<file path="src/verilog/sprite_pkg.sv">
/*
 * Shared types and register map of the OCS sprite block.
 * Sprite count, register layout and line length are fixed by the chip.
 * Addresses are word addresses, bit 0 of the byte address is not carried.
 */

package sprite_pkg;

	// ------------------------------------------------------------------
	// widths with a meaning
	// ------------------------------------------------------------------
	typedef logic [8:1] reg_addr_t;   // register address bus, word aligned
	typedef logic [8:0] hpos_t;       // beam position, lores pixels
	typedef logic [15:0] word_t;      // bus data word
	typedef logic [1:0] spr_pix_t;    // one sprite pixel, 0 = transparent
	typedef logic [3:0] spr_color_t;  // merged sprite colour index
	typedef logic [7:0] spr_mask_t;   // one bit per sprite

	// arm state of one sprite shifter
	typedef enum logic
	{
		SPR_DISARMED,  // no start compare, CTL write or reset
		SPR_ARMED      // fires on every line at hstart
	} spr_state_t;

	// ------------------------------------------------------------------
	// register map
	// ------------------------------------------------------------------
	// sprite registers start here, 8 bytes per sprite
	localparam logic [8:0] SPR_BASE = 9'h140;
	localparam int SPR_NUM = 8;        // hardware sprites

	// word offsets inside one sprite
	localparam logic [1:0] SPR_REG_POS = 2'd0;   // hstart high bits
	localparam logic [1:0] SPR_REG_CTL = 2'd1;   // hstart lsb, attach, disarm
	localparam logic [1:0] SPR_REG_DATA = 2'd2;  // word A, arms
	localparam logic [1:0] SPR_REG_DATB = 2'd3;  // word B

	// address that hits no sprite register
	// bus rests here between writes
	localparam logic [8:0] IDLE_ADDR = 9'h1FE;

	// ------------------------------------------------------------------
	// beam
	// ------------------------------------------------------------------
	// hpos runs 0 .. LINE_LEN-1 then wraps
	localparam hpos_t LINE_LEN = 9'd455;

endpackage

</file>
<file path="src/verilog/denise_sprites.sv">
/*
 * Sprite section of Denise: address decode, eight shifters, priority.
 * Registers sit at SPR_BASE, 8 bytes per sprite, written on clk7_en.
 * No DMA and no vertical control, data registers are written directly.
 */

`timescale 1ns/10ps

module denise_sprites
	import sprite_pkg::*;
(
	input  logic       clk,             // 28 MHz
	input  logic       clk7_en,         // lores pixel tick
	input  logic       rst,             // sync, active high
	input  reg_addr_t  reg_address_in,  // register address
	input  hpos_t      hpos,            // horizontal beam counter
	input  word_t      data_in,         // bus data
	input  logic       sprena,          // sprite enable
	output spr_mask_t  nsprite,         // opaque sprite mask
	output spr_color_t sprdata          // sprite colour
);

// ----------------------------------------------------------------------
// local signals
// ----------------------------------------------------------------------
logic                   sel_base;     // address in sprite range
spr_mask_t              sel;          // one select per sprite
spr_pix_t [SPR_NUM-1:0] spr_pix;      // shifter outputs
spr_mask_t              spr_attach;   // even bits not used by priority

// ----------------------------------------------------------------------
// address decoder
// ----------------------------------------------------------------------
assign sel_base = (reg_address_in[8:6] == SPR_BASE[8:6]);

always_comb
begin
	for (int i = 0; i < SPR_NUM; i++)
		sel[i] = sel_base && (reg_address_in[5:3] == 3'(i));  // sprite number
end

// ----------------------------------------------------------------------
// sprite shifters
// ----------------------------------------------------------------------
for (genvar i = 0; i < SPR_NUM; i++)
begin : g_spr
	sprite_shifter u_shifter
	(
		.clk     (clk),
		.clk7_en (clk7_en),
		.rst     (rst),
		.aen     (sel[i]),
		.address (reg_address_in[2:1]),  // register offset
		.hpos    (hpos),
		.data_in (data_in),
		.sprdata (spr_pix[i]),
		.attach  (spr_attach[i])
	);
end

// ----------------------------------------------------------------------
// priority and colour
// ----------------------------------------------------------------------
sprite_priority u_priority
(
	.sprena  (sprena),
	.sprdat0 (spr_pix[0]),
	.sprdat1 (spr_pix[1]),
	.sprdat2 (spr_pix[2]),
	.sprdat3 (spr_pix[3]),
	.sprdat4 (spr_pix[4]),
	.sprdat5 (spr_pix[5]),
	.sprdat6 (spr_pix[6]),
	.sprdat7 (spr_pix[7]),
	.attach1 (spr_attach[1]),  // odd sprite of each pair decides
	.attach3 (spr_attach[3]),
	.attach5 (spr_attach[5]),
	.attach7 (spr_attach[7]),
	.nsprite (nsprite),
	.sprdata (sprdata)
);

endmodule

</file>
<file path="src/verilog/sprite_display.sv">
/*
 * Sprite display top: 7 MHz pixel enable, beam counter, sprite block.
 * clk is 28 MHz; clk7_en fires every 4th clk, first in the 4th after reset.
 * hpos wraps at LINE_LEN; bus master holds address and data 4 clk or more.
 */

`timescale 1ns/10ps

module sprite_display
	import sprite_pkg::*;
(
	input  logic       clk,             // 28 MHz
	input  logic       rst,             // sync, active high
	input  reg_addr_t  reg_address_in,  // register address, IDLE_ADDR when idle
	input  word_t      data_in,         // bus data
	input  logic       sprena,          // sprite enable
	output hpos_t      hpos,            // beam position for the rest of the chip
	output spr_mask_t  nsprite,         // opaque sprite mask
	output spr_color_t sprdata          // sprite colour
);

// ----------------------------------------------------------------------
// pixel enable divider
// ----------------------------------------------------------------------
logic [1:0] div_cnt;  // 28 MHz / 4
logic       clk7_en;  // lores pixel tick

always_ff @(posedge clk)
begin
	if (rst)
		div_cnt <= 2'd0;
	else
		div_cnt <= div_cnt + 2'd1;
end

assign clk7_en = (div_cnt == 2'd3);

// ----------------------------------------------------------------------
// horizontal beam counter
// ----------------------------------------------------------------------
always_ff @(posedge clk)
begin
	if (rst)
		hpos <= '0;
	else if (clk7_en)
	begin
		if (hpos == LINE_LEN - 9'd1)
			hpos <= '0;  // end of line
		else
			hpos <= hpos + 9'd1;
	end
end

a_hpos_range: assert property (@(posedge clk) disable iff (rst) hpos < LINE_LEN)
	else $error("hpos %0d past end of line at %0t", hpos, $time);

// ----------------------------------------------------------------------
// sprites
// ----------------------------------------------------------------------
denise_sprites u_sprites
(
	.clk            (clk),
	.clk7_en        (clk7_en),
	.rst            (rst),
	.reg_address_in (reg_address_in),
	.hpos           (hpos),
	.data_in        (data_in),
	.sprena         (sprena),
	.nsprite        (nsprite),
	.sprdata        (sprdata)
);

endmodule

</file>
<file path="src/verilog/sprite_priority.sv">
/*
 * Sprite priority and colour decode, purely combinational.
 * Lower pair wins; inside a pair the even sprite wins unless attached.
 * Attach comes from the odd sprite of each pair only.
 */

`timescale 1ns/10ps

module sprite_priority
	import sprite_pkg::*;
(
	input  logic       sprena,   // sprite enable
	input  spr_pix_t   sprdat0,  // pixels of sprites 0..7
	input  spr_pix_t   sprdat1,
	input  spr_pix_t   sprdat2,
	input  spr_pix_t   sprdat3,
	input  spr_pix_t   sprdat4,
	input  spr_pix_t   sprdat5,
	input  spr_pix_t   sprdat6,
	input  spr_pix_t   sprdat7,
	input  logic       attach1,  // pair 0,1 attached
	input  logic       attach3,  // pair 2,3 attached
	input  logic       attach5,  // pair 4,5 attached
	input  logic       attach7,  // pair 6,7 attached
	output spr_mask_t  nsprite,  // opaque sprite mask
	output spr_color_t sprdata   // merged colour
);

spr_pix_t [SPR_NUM-1:0] pix;  // pixels indexed by sprite number
logic [3:0] pair_attach;      // attach per pair

assign pix = {sprdat7, sprdat6, sprdat5, sprdat4, sprdat3, sprdat2, sprdat1, sprdat0};
assign pair_attach = {attach7, attach5, attach3, attach1};

// ----------------------------------------------------------------------
// opacity mask
// ----------------------------------------------------------------------
always_comb
begin
	for (int i = 0; i < SPR_NUM; i++)
		nsprite[i] = sprena && (pix[i] != 2'b00);  // any set bit is opaque
end

// ----------------------------------------------------------------------
// priority and colour
// ----------------------------------------------------------------------
// walk from the highest pair down so the lowest opaque pair is left
always_comb
begin
	sprdata = '0;  // all transparent
	for (int p = SPR_NUM/2 - 1; p >= 0; p--)
	begin
		if (nsprite[2*p +: 2] != 2'b00)
		begin
			if (pair_attach[p])
				sprdata = {pix[2*p+1], pix[2*p]};   // 15 colours + transparent
			else if (nsprite[2*p])
				sprdata = {2'(p), pix[2*p]};        // even sprite in front
			else
				sprdata = {2'(p), pix[2*p+1]};      // odd sprite
		end
	end
end

// ----------------------------------------------------------------------
// checks
// ----------------------------------------------------------------------
always_comb
begin
	a_mask_off: assert (sprena || nsprite == '0)
		else $error("nsprite %b while sprena low", nsprite);
	// colour 0 exactly when nothing is opaque
	a_color_off: assert ((nsprite == '0) == (sprdata == '0))
		else $error("sprdata %h does not match opaque mask %b", sprdata, nsprite);
end

endmodule

</file>
<file path="src/verilog/sprite_shifter.sv">
/*
 * One OCS sprite: POS/CTL/DATA/DATB registers, arm state and serialiser.
 * Writes land on the clk7_en tick, so the bus must hold for one tick.
 * Pixels appear from hstart+1 on, MSB first; vertical control not handled.
 */

`timescale 1ns/10ps

module sprite_shifter
	import sprite_pkg::*;
(
	input  logic       clk,      // 28 MHz
	input  logic       clk7_en,  // lores pixel tick
	input  logic       rst,      // sync, active high
	input  logic       aen,      // this sprite selected by decoder
	input  logic [1:0] address,  // register offset inside sprite
	input  hpos_t      hpos,     // beam position
	input  word_t      data_in,  // bus data
	output spr_pix_t   sprdata,  // {B, A} serial pixel
	output logic       attach    // CTL bit 7
);

// ----------------------------------------------------------------------
// local signals
// ----------------------------------------------------------------------
hpos_t      hstart;         // horizontal start position
word_t      data_a;         // DATA register
word_t      data_b;         // DATB register
spr_state_t state;          // arm state
word_t      shift_a;        // serialiser, low pixel bit
word_t      shift_b;        // serialiser, high pixel bit
logic       wr_en;          // register write this tick
logic       start_hit;      // beam at hstart on a tick
logic       load;           // start while armed
logic       armed_at_load;  // arm state seen at last start compare

assign wr_en = clk7_en && aen;
assign start_hit = clk7_en && (hpos == hstart);
assign load = start_hit && (state == SPR_ARMED);

// ----------------------------------------------------------------------
// register writes
// ----------------------------------------------------------------------
always_ff @(posedge clk)
begin
	if (rst)
	begin
		hstart <= '0;
		attach <= 1'b0;
		data_a <= '0;
		data_b <= '0;
	end
	else if (wr_en)
	begin
		case (address)
			SPR_REG_POS:
				hstart[8:1] <= data_in[7:0];  // SPRxPOS low byte
			SPR_REG_CTL:
			begin
				hstart[0] <= data_in[0];  // half-pixel bit
				attach <= data_in[7];     // only odd sprites' bit is used
			end
			SPR_REG_DATA:
				data_a <= data_in;
			SPR_REG_DATB:
				data_b <= data_in;
		endcase
	end
end

// arm state
// CTL write disarms, DATA write arms, nothing else changes it
always_ff @(posedge clk)
begin
	if (rst)
		state <= SPR_DISARMED;
	else if (wr_en && address == SPR_REG_CTL)
		state <= SPR_DISARMED;
	else if (wr_en && address == SPR_REG_DATA)
		state <= SPR_ARMED;
end

// ----------------------------------------------------------------------
// serialiser
// ----------------------------------------------------------------------
// load at hstart, then shift one pixel per tick with zero fill
// so the sprite goes transparent after 16 pixels
always_ff @(posedge clk)
begin
	if (rst)
	begin
		shift_a <= '0;
		shift_b <= '0;
	end
	else if (load)
	begin
		shift_a <= data_a;  // old word if DATA written on the same tick
		shift_b <= data_b;
	end
	else if (clk7_en)
	begin
		shift_a <= {shift_a[14:0], 1'b0};
		shift_b <= {shift_b[14:0], 1'b0};
	end
end

assign sprdata = {shift_b[15], shift_a[15]};  // B is the high bit

// remember whether the last start compare was armed
always_ff @(posedge clk)
begin
	if (rst)
		armed_at_load <= 1'b0;
	else if (start_hit)
		armed_at_load <= (state == SPR_ARMED);
end

// ----------------------------------------------------------------------
// checks
// ----------------------------------------------------------------------
// a visible pixel must come from a start that saw the sprite armed
a_pix_from_armed: assert property (@(posedge clk) disable iff (rst)
	(sprdata != 2'b00) |-> armed_at_load)
	else $error("sprite pixel %b without armed start at %0t", sprdata, $time);

endmodule
</file>
<file path="config.mk">
export PLATFORM = sky130hd
export DESIGN_NAME = sprite_display
export DESIGN_NICKNAME = d
export VERILOG_FILES = /design/src/verilog/sprite_pkg.sv /design/src/verilog/denise_sprites.sv /design/src/verilog/sprite_display.sv /design/src/verilog/sprite_priority.sv /design/src/verilog/sprite_shifter.sv
export SDC_FILE = /design/constraint.sdc
export NUM_CORES = 1
export LEC_CHECK = 0
export BUFFER_PORTS_ARGS = -buffer_cell sky130_fd_sc_hd__buf_2
export CAP_MARGIN = 10
export CORE_ASPECT_RATIO = 2
export CORE_MARGIN = 2
export CORE_UTILIZATION = 50
export CTS_BUF_LIST = sky130_fd_sc_hd__clkbuf_2 sky130_fd_sc_hd__clkbuf_4 sky130_fd_sc_hd__clkbuf_8
export DETAILED_ROUTE_END_ITERATION = 8
export MAX_ROUTING_LAYER = met4
export PLACE_DENSITY_LB_ADDON = 0.08
export SLEW_MARGIN = 20
export SYNTH_ARGS = -nofsm -noshare
export SYNTH_HDL_FRONTEND = slang
export SYNTH_SLANG_ARGS = --single-unit
export TNS_END_PERCENT = 10
</file>
<file path="constraint.sdc">
create_clock -name clk -period 4.6 [get_ports clk]
set_input_delay 0 -clock clk [delete_from_list [all_inputs] [get_ports clk]]
set_output_delay 0 -clock clk [all_outputs]
set_load 0.05 [all_outputs]
</file>
==> flow_metrics.env, run 1 <==
export IMPL_outcome="finished clean"
export IMPL_wl_per_cell_um=22.3
export IMPL_period_share_pct=62.2
export IMPL_drt_initial_drc_count=2102
export IMPL_power_density_nw_per_um2=375
export IMPL_reg2reg_to="u_sprites.g_spr[3].u_shifter.shift_b[5]"
export IMPL_drive_above_1_share_pct=10.8
export IMPL_nets=2821
export IMPL_rsz0062_at_grt="no"
export IMPL_numPortBuffers=47
export IMPL_cts_made_buffers=88
export IMPL_worstSetupPathType="register to register"
export IMPL_grt_max_degree=157
export IMPL_cp_data_arrival_time_ps=3440
export IMPL_overflow=0
export IMPL_tightest_slew_ps=1150
export IMPL_grt_pass1_wl_mm=124
export IMPL_worst_setup_path_start_kind="register"
export IMPL_dpl_cell_count=3359
export IMPL_ys_types=50
export IMPL_die_area_um2=56200
export IMPL_final_area_um2=29300
export IMPL_end_kind="register"
export IMPL_vias=22600
export IMPL_slew_viol_final=0
export IMPL_fin_util_pct=54.7
export IMPL_min_delay_start="reg_address_in[2]"
export IMPL_fin_cells=3526
export IMPL_min_to="u_sprites.g_spr[2].u_shifter.hstart[0]"
export IMPL_setup_viol=0
export IMPL_yosys_warnings=0
export IMPL_clock_latency_ps=680
export IMPL_hold_viol=0
export IMPL_r2r_start="div_cnt[0]"
export IMPL_h_tree_depth=3
export IMPL_clock_fmax_ghz=0.350
export IMPL_cap_violations=0
export IMPL_finalSetupTns_ps=0
export IMPL_antenna_found_initial=4
export IMPL_total_power_uw=11000
export IMPL_synth_ff_type="dfxtp_1"
export IMPL_synth_edff_count=0
export IMPL_ctsResizeCount=0
export IMPL_critical_path_required_ps=5180
export IMPL_clock_sinks=607
export IMPL_critPathMaxFanout=84
export IMPL_place_hpwl_mm=42.3
export IMPL_hp_class="input pin to register"
export IMPL_synth_area_um2=27100
export IMPL_ys_seq_area_share_pct=44.8
export IMPL_path_clk_slew_ps=70
export IMPL_gp_congestion=0.805
export IMPL_ys_ff_latch=607
export IMPL_num_rows=120
export IMPL_vias_per_cell=6.42
export IMPL_static_leakage_power_uw=0.00986
export IMPL_ios=48
export IMPL_wirelength_mm=78.8
export IMPL_whs_path_depth=6
export IMPL_syn2layout_area_growth_pct=8.05
export IMPL_ant_nets=0
export IMPL_fin_skew_ps=34.2
export IMPL_grt_pass1_vias=22000
export IMPL_slew_headroom_pct=23.2
export IMPL_die_h_um=333
export IMPL_cts_tree="done"
export IMPL_clock_path_buffers=3
export IMPL_track_usage_pct=28.1
export IMPL_drc=0
export IMPL_synthArstFlopShare_pct=0
export IMPL_syn_nets=2963
export IMPL_die_x_um=169
export IMPL_fp_coreArea_um2=53600
export IMPL_dr_pass1_iters=7
export IMPL_syn_area_per_cell_um2=9.25
export IMPL_rr_worst_depth=5
export IMPL_ir_drop_mv=0.200
export IMPL_cts_root_buf="clkbuf_8"
export IMPL_syn_inst=2933
export IMPL_start_util_pct=50.6
export IMPL_fin_crit_ps=2860
export IMPL_placed_area_um2=27300
export IMPL_r2r_setup_slack_ps=1740
[flip-flops by register name, indices dropped and copies added (netlist names)]
register and flops:
u_sprites.g_spr.u_shifter.attach 4, u_sprites.g_spr.u_shifter.state 8, u_sprites.g_spr.u_shifter.hstart 72, hpos 9, div_cnt 2, u_sprites.g_spr.u_shifter.data_b 128, u_sprites.g_spr.u_shifter.shift_a 128, u_sprites.g_spr.u_shifter.shift_b 128
u_sprites.g_spr.u_shifter.data_a 128
[logic make-up (layout without fill, tap and decap cells)]
family	count (synthesis)	count (layout)	share of synthesized area (%)
compound gates	542	542	15.8
xor+xnor	80	80	2.58
fa+ha+maj	3	3	0.138
buf+inv	374	292	5.92
flops	607	607	44.8
mux	332	332	12.3
other cells	0	4	0
simple gates	995	995	18.5
[placed cells by master, fill, tap and decap left out, types with 5 or more instances in the layout]
| cell type | Yosys | layout |
|---|---|---|
| dfxtp_1 | 607 | 607 |
| nor2_1 | 590 | 590 |
| mux2i_1 | 332 | 332 |
| nand4_1 | 276 | 276 |
| o31ai_1 | 246 | 246 |
| a311oi_1 | 240 | 240 |
| clkbuf_8 | 0 | 113 |
| buf_4 | 17 | 75 |
| xnor2_1 | 73 | 73 |
| buf_2 | 86 | 46 |
| clkbuf_4 | 0 | 21 |
| a21oi_1 | 19 | 19 |
| nand2b_1 | 16 | 16 |
| o21a_1 | 15 | 15 |
| nand3_1 | 15 | 15 |
| and4_1 | 17 | 15 |
| dlygate4sd3_1 | 0 | 13 |
| clkinv_2 | 0 | 11 |
| nor3_1 | 13 | 9 |
| o21ai_0 | 8 | 8 |
| nand4b_1 | 8 | 8 |
| nor3_4 | 8 | 8 |
| and3_1 | 10 | 7 |
| xor2_1 | 7 | 7 |
| nor3b_1 | 6 | 6 |
| nand2_1 | 5 | 5 |
| nor2b_1 | 5 | 5 |
[stage by stage]
stage,hold WS (ps),setup WS (ps)
finish,44.7,1740
global route,66.2,1510
floorplan,147,2370
CTS,0.975,1780
global placement,449,1810
detailed placement,455,1800
[how the worst max path moves through the flow]
stage                                                    end  cells past startpoint                                     start  slack [ps]
global placement    u_sprites.g_spr[5].u_shifter.shift_a[11]                      5                                   hpos[5]        1810
finish               u_sprites.g_spr[3].u_shifter.shift_b[5]                      5                                div_cnt[0]        1740
floorplan                                         sprdata[0]                      3  u_sprites.g_spr[1].u_shifter.shift_b[15]        2370
global route         u_sprites.g_spr[7].u_shifter.shift_b[9]                      5                                div_cnt[0]        1510
detailed placement   u_sprites.g_spr[3].u_shifter.shift_b[5]                      5                                div_cnt[0]        1800
CTS                  u_sprites.g_spr[3].u_shifter.shift_b[5]                      5                                div_cnt[0]        1780
[metal layers]
layer  share of wire (%)  GRT usage, %  up-vias  wire length, um
li1                    -             -    10600                -
met1                  42          34.1    11200            33200
met2                  49          45.8      613            38300
met3                 5.1          4.43      193             4040
met4                 4.2          13.0        0             3300
met5                   0             -        -                0
[report_power, final]
group	switching, uW	total (uW)	leakage (uW)	internal (uW)
logic	659	900	0.00396	241
registers	86.3	5460	0.00491	5380
clock network	2100	4630	0.000995	2530
total	2850	11000	0.00986	8150
[Yosys cell counts (5+ instances only)]
master	count	share of area [%]
dfxtp_1	607	45
nor3_1	13	0.24
nor3_4	8	0.48
and3_1	10	0.23
nor3b_1	6	0.17
buf_4	17	0.47
nand3_1	15	0.28
o31ai_1	246	6.8
buf_2	86	1.6
xnor2_1	73	2.4
nor2_1	590	8.2
xor2_1	7	0.23
nand4_1	276	6.4
o21ai_0	8	0.15
nand4b_1	8	0.26
clkbuf_1	261	3.6
a21oi_1	19	0.35
mux2i_1	332	12
nor2b_1	5	0.12
nand2_1	5	0.069
o21a_1	15	0.42
nand2b_1	16	0.37
a311oi_1	240	7.7
and4_1	17	0.55
[area by class of cell]
type | instances | area [um2]
tap | 671 | 840
sequential | 607 | 12200
multi-input combinational | 1952 | 13400
timing repair buffer | 138 | 998
fill | 4912 | 24300
clock inverter | 16 | 160
inverter | 4 | 15.0
clock buffer | 134 | 1710
antenna | 4 | 10.0
[repair_timing]
action | in CTS | in global routing
hold buffers | 13 | 0
setup buffers | 0 | 0
hold endpoints to repair | 158 | 0
[worst max-delay path: stages (launching register included)]
cell and delay [ps]:
dfxtp_1 380, ha_4 490, buf_4 620, buf_4 760, nor2_1 110, a311oi_1 310
(Power assumes the default switching activity.)
==> inputs of run 2 (changes only) <==
- clock period: 4.6 -> 2.8 ns (I/O delays scaled with it)
==> run 2 against run 1 <==
Setup slack worse by 1700 ps. First-iteration DRC count down 14%. Clock-buffer cell count up 7. Clock skew down 0.99 ps. Non-clock buffer count up 29. Register-to-register slack worse by 1300 ps. Critical path depth unchanged. Global-route usage up 0.37 points. Sequential cell count unchanged. Final area up 1.7%. Sequential share of layout area down 0.68 points. Power up 69%.
==> flow_metrics.env, run 2 (synthesized netlist as in run 1, its figures left out) <==
export IMPL_multiInputGateArea_um2=13400
export IMPL_r2r_start="div_cnt[0]"
export IMPL_antenna_found_initial=1
export IMPL_place_hpwl_mm=43.7
export IMPL_die_x_um=169
export IMPL_period_share_pct=97.5
export IMPL_clock_path_buffers=3
export IMPL_wl_per_cell_um=22.3
export IMPL_final_cell_mix="dfxtp_1 (607), nor2_1 (590), mux2i_1 (332)"
export IMPL_slew_headroom_pct=20.5
export IMPL_ir_drop_mv=0.451
export IMPL_postLayoutSetupSlackWorst_ps=70.5
export IMPL_dpl_cell_count=3390
export IMPL_met1_length_mm=33.7
export IMPL_fin_cells=3563
export IMPL_vias=22800
export IMPL_grt_pass1_vias=22500
export IMPL_pre_cts_ws_ps=442
export IMPL_fin_util_pct=55.6
export IMPL_met3_wirelength_mm=3.86
export IMPL_setup_viol=0
export IMPL_syn2layout_area_growth_pct=9.85
export IMPL_min_delay_start="data_in[8]"
export IMPL_grt_pass1_wl_mm=126
export IMPL_drt_initial_drc_count=1807
export IMPL_die_area_um2=56200
export IMPL_wirelength_mm=79.5
export IMPL_path_cells="nor4_1, nand3_1, o21a_1, o21ai_0, buf_2"
export IMPL_overflow=0
export IMPL_power_density_nw_per_um2=623
export IMPL_critPathMaxFanout=6
export IMPL_outcome="finished clean"
export IMPL_slowest_stage="nor4_1"
export IMPL_worstSetupPathType="register to primary output"
export IMPL_track_usage_pct=28.5
export IMPL_cap_violations=0
export IMPL_cts_root_buf="clkbuf_8"
export IMPL_clock_fmax_ghz=0.366
export IMPL_path_clk_slew_ps=60
export IMPL_numPortBuffers=47
export IMPL_drc=0
export IMPL_dr_pass1_iters=5
export IMPL_num_rows=120
export IMPL_reg2reg_to="hpos[1]"
export IMPL_end_kind="primary output"
export IMPL_clock_sinks=607
export IMPL_hp_class="input pin to register"
export IMPL_start_util_pct=50.6
export IMPL_cpPeakStageDelay_ps=600
export IMPL_fin_skew_ps=33.2
export IMPL_clock_latency_ps=700
export IMPL_ctsResizeCount=0
export IMPL_highest_signal_layer="met4"
export IMPL_fp_coreArea_um2=53600
export IMPL_critPathBufInv=1
export IMPL_r2r_setup_slack_ps=400
export IMPL_slew_viol_final=0
export IMPL_gp_congestion=0.865
export IMPL_drive_above_1_share_pct=11.9
export IMPL_final_seq_area_um2=12200
export IMPL_fin_crit_ps=2730
export IMPL_whs_path_depth=3
export IMPL_ios=48
export IMPL_cp_data_arrival_time_ps=2730
export IMPL_grt_max_degree=129
export IMPL_nets=2851
export IMPL_cts_made_buffers=89
export IMPL_ant_nets=0
export IMPL_critical_path_required_ps=2800
export IMPL_rsz0062_at_grt="no"
export IMPL_h_tree_depth=3
export IMPL_rr_worst_depth=6
export IMPL_cts_tree="done"
export IMPL_wl_met2_mm=40.0
export IMPL_tightest_slew_ps=1190
export IMPL_vias_per_cell=6.40
export IMPL_total_power_uw=18600
export IMPL_worst_setup_path_start_kind="register"
export IMPL_static_leakage_power_uw=0.0101
export IMPL_fillers=4860
export IMPL_hold_viol=0
export IMPL_finalSetupTns_ps=0
export IMPL_layout_commonest_cell="dfxtp_1"
export IMPL_die_h_um=333
export IMPL_path_delay_family="simple AND/OR/NAND/NOR gates"
export IMPL_min_to="u_sprites.g_spr[1].u_shifter.data_b[8]"
[run 2: cell count changes in the layout (fill, tap and decap cells not counted), sizes merged]
cell / previous run / this run
buf: 125 / 156
clkbuf: 134 / 141
clkinv: 11 / 8
clkinvlp: 2 / 5
diode: 4 / 1
bufinv: 3 / 5
dlygate4sd3: 13 / 11
inv: 4 / 6
[run 2: worst max path at each step]
stage / to / depth (start not counted) / slack, ps / from
floorplan: sprdata[0] / 3 / 570 / u_sprites.g_spr[1].u_shifter.shift_b[15]
global placement: u_sprites.g_spr[3].u_shifter.shift_a[15] / 6 / 590 / div_cnt[0]
detailed placement: hpos[1] / 6 / 440 / div_cnt[0]
CTS: sprdata[0] / 5 / 130 / u_sprites.g_spr[4].u_shifter.shift_b[15]
global route: sprdata[1] / 5 / 10 / u_sprites.g_spr[4].u_shifter.shift_b[15]
finish: sprdata[0] / 5 / 70 / u_sprites.g_spr[4].u_shifter.shift_b[15]
[run 2: per-layer routing]
layer / GRT usage, % / vias up
met3: 3.81 / 140
met2: 49.0 / 612
met4: 9.65 / 0
li1: - / 10700
met1: 34.3 / 11400
met5: - / -
[run 2: timing repair]
item,in CTS,in global routing
endpoints found under the hold margin,179,0
buffers inserted,0,0
hold buffers,11,0
[run 2: through the flow]
step | hold WS (ps) | cell area (um2)
2_1_floorplan | 147 | 27100
3_3_place_gp | 449 | 27600
3_5_place_dp | 459 | 27600
4_1_cts | 0.545 | 29800
5_1_grt | 32.2 | 29800
6_report | 50.3 | 29800
[run 2: final cells by class]
type,count,share of cell area (%)
flip-flops and latches,607,40.8
repair buffers,167,4.44
clock inverters,20,0.823
multi-input cells,1952,45.0
well taps,671,2.82
diodes,1,0.00840
inverters,4,0.0504
clock buffers,141,6.05
[run 2: power by group]
part / switching [uW] / internal, uW
logic: 1110 / 425
clock network: 3520 / 4560
registers: 133 / 8840
[run 2: worst register-to-register path, cell delays in order, from the launching register on]
cell      delay (ps)
dfxtp_1          380
ha_4             330
buf_4            620
nand2_1          140
nor4bb_1         350
a31o_2           330
a211oi_1          80
==> inputs of run 3 (changes only) <==
- REMOVE_ABC_BUFFERS: unset -> 1
==> run 3 against run 2 <==
Hold slack improved by 38 ps. Sequential share of layout area rose by 0.22 points. Register-to-register slack got worse by 20 ps. Final area fell by 0.52%. Global-route usage fell by 0.15 points. Power fell by 3.4%. First-iteration DRC count rose by 5.9%. Critical path depth fell by 1. Critical path type unchanged.
==> flow_metrics.env, run 3 (synthesized netlist as in run 1, its figures left out) <==
export IMPL_dpl_cell_count=3383
export IMPL_r2r_start="div_cnt[0]"
export IMPL_min_delay_start="reg_address_in[7]"
export IMPL_placed_area_um2=27600
export IMPL_cts_root_buf="clkbuf_8"
export IMPL_clock_sinks=607
export IMPL_wl_per_cell_um=22.2
export IMPL_ant_nets=0
export IMPL_cp_data_arrival_time_ps=2710
export IMPL_grt_pass1_vias=22500
export IMPL_layout_commonest_cell="dfxtp_1"
export IMPL_outcome="finished clean"
export IMPL_path_clk_slew_ps=70
export IMPL_cap_violations=0
export IMPL_vias=22800
export IMPL_drive_above_1_share_pct=11.5
export IMPL_rr_worst_depth=6
export IMPL_hold_viol=0
export IMPL_overflow=0
export IMPL_worstSetupPathType="register to primary output"
export IMPL_grtUsageMet2_pct=47.8
export IMPL_end_kind="primary output"
export IMPL_setup_viol=0
export IMPL_hp_class="input pin to register"
export IMPL_multiInputGateArea_um2=13400
export IMPL_fin_crit_ps=2710
export IMPL_slew_headroom_pct=25.2
export IMPL_min_to="u_sprites.g_spr[6].u_shifter.state"
export IMPL_wirelength_mm=78.7
export IMPL_cts_setup_buffers=0
export IMPL_final_area_um2=29600
export IMPL_fp_coreArea_um2=53600
export IMPL_drt_initial_drc_count=1914
export IMPL_antenna_found_initial=1
export IMPL_met1_usage_pct=34.1
export IMPL_worst_setup_path_start_kind="register"
export IMPL_r2r_setup_slack_ps=380
export IMPL_fillers=4903
export IMPL_syn2layout_area_growth_pct=9.27
export IMPL_grt_pass1_wl_mm=125
export IMPL_period_share_pct=96.7
export IMPL_numPortBuffers=47
export IMPL_die_h_um=333
export IMPL_start_util_pct=50.6
export IMPL_dr_pass1_iters=5
export IMPL_num_rows=120
export IMPL_ir_drop_mv=0.463
export IMPL_clock_fmax_ghz=0.369
export IMPL_tightest_slew_ps=1120
export IMPL_static_leakage_power_uw=0.0100
export IMPL_vias_per_cell=6.41
export IMPL_clock_path_buffers=3
export IMPL_fin_cells=3553
export IMPL_final_seq_area_um2=12200
export IMPL_drc=0
export IMPL_h_tree_depth=3
export IMPL_track_usage_pct=28.4
export IMPL_critical_path_required_ps=2800
export IMPL_met3_usage_pct=3.81
export IMPL_critPathMaxFanout=5
export IMPL_die_area_um2=56200
export IMPL_grt_max_degree=159
export IMPL_slew_viol_final=0
export IMPL_die_x_um=169
export IMPL_cts_made_buffers=86
export IMPL_rsz0062_at_grt="no"
export IMPL_fin_skew_ps=33.2
export IMPL_final_cell_mix="dfxtp_1 (607), nor2_1 (590), mux2i_1 (332)"
export IMPL_nets=2847
export IMPL_power_density_nw_per_um2=605
export IMPL_top_usage_layer="met2"
export IMPL_ios=48
export IMPL_gp_congestion=0.802
export IMPL_reg2reg_to="u_sprites.g_spr[2].u_shifter.data_b[13]"
export IMPL_cts_tree="done"
export IMPL_whs_path_depth=6
export IMPL_place_hpwl_mm=42.8
export IMPL_clock_latency_ps=670
-- run 3: changes by cell type in the layout (fill, tap and decap cells not counted), sizes merged --
cell         delta
buf             -7
bufinv          -4
clkbuf          +3
clkinv          -5
clkinvlp        -2
dlygate4sd3     +6
inv             -1
-- run 3: worst max-delay path by stage --
stage,cells after the start,slack [ps],end,from
2_1_floorplan,4,-11970,u_sprites.g_spr[0].u_shifter.shift_a[10],div_cnt[0]
3_3_place_gp,5,700,u_sprites.g_spr[2].u_shifter.shift_b[2],hpos[3]
3_5_place_dp,5,650,u_sprites.g_spr[4].u_shifter.shift_a[2],hpos[3]
4_1_cts,5,120,sprdata[1],u_sprites.g_spr[3].u_shifter.shift_a[15]
5_1_grt,5,60,sprdata[0],u_sprites.g_spr[4].u_shifter.shift_b[15]
6_report,4,90,sprdata[0],u_sprites.g_spr[1].u_shifter.shift_b[15]
-- run 3: power breakdown --
part	total [uW]	switching [uW]	internal [uW]
Sequential	8970	131	8840
Combinational	1540	1100	432
Clock	7440	3430	4020
Total	17900	4660	13300
-- run 3: worst max-delay path: stages (launching register included) --
cell      delay, ps
dfxtp_1         390
o41ai_2         620
o211ai_1        180
o21ai_0         490
buf_2           360
-- run 3: cell type report --
type	count	share of cell area [%]
inverter	4	0.0507
tap	671	2.83
clock buffer	144	5.91
sequential	607	41.0
antenna	1	0.00844
timing repair buffer	166	4.66
clock inverter	8	0.257
multi-input combinational	1952	45.3
-- run 3: timing repair --
item / in CTS / in global routing
hold buffers: 17 / 0
hold endpoints to repair: 170 / 0
gates cloned: 0 / 0
setup endpoints to repair: 2 / 1
gates resized for setup: 1 / 1
-- run 3: per-layer routing --
metal  vias to the layer above  wire [um]
met5                         -          0
met4                         0       2810
met3                       164       3980
met2                       686      38900
met1                     11300      33000
li1                      10700          -
-- run 3: per-stage QoR --
| stage | hold slack, ps | worst slack [ps] | util, % | setup TNS [ps] | power (uW) |
|---|---|---|---|---|---|
| after global routing | 68.7 | 60.7 | 55.3 | 0 | 18600 |
| after CTS | 19.3 | 119 | 55.3 | 0 | 18100 |
| after detailed placement | 454 | 649 | 51.6 | 0 | 10700 |
| after floorplan | 66.7 | -11970 | - | -6070220 | 10000 |
| after global placement | 449 | 696 | 51.6 | 0 | 10600 |
| final | 88.6 | 92.6 | 55.3 | 0 | 17900 |
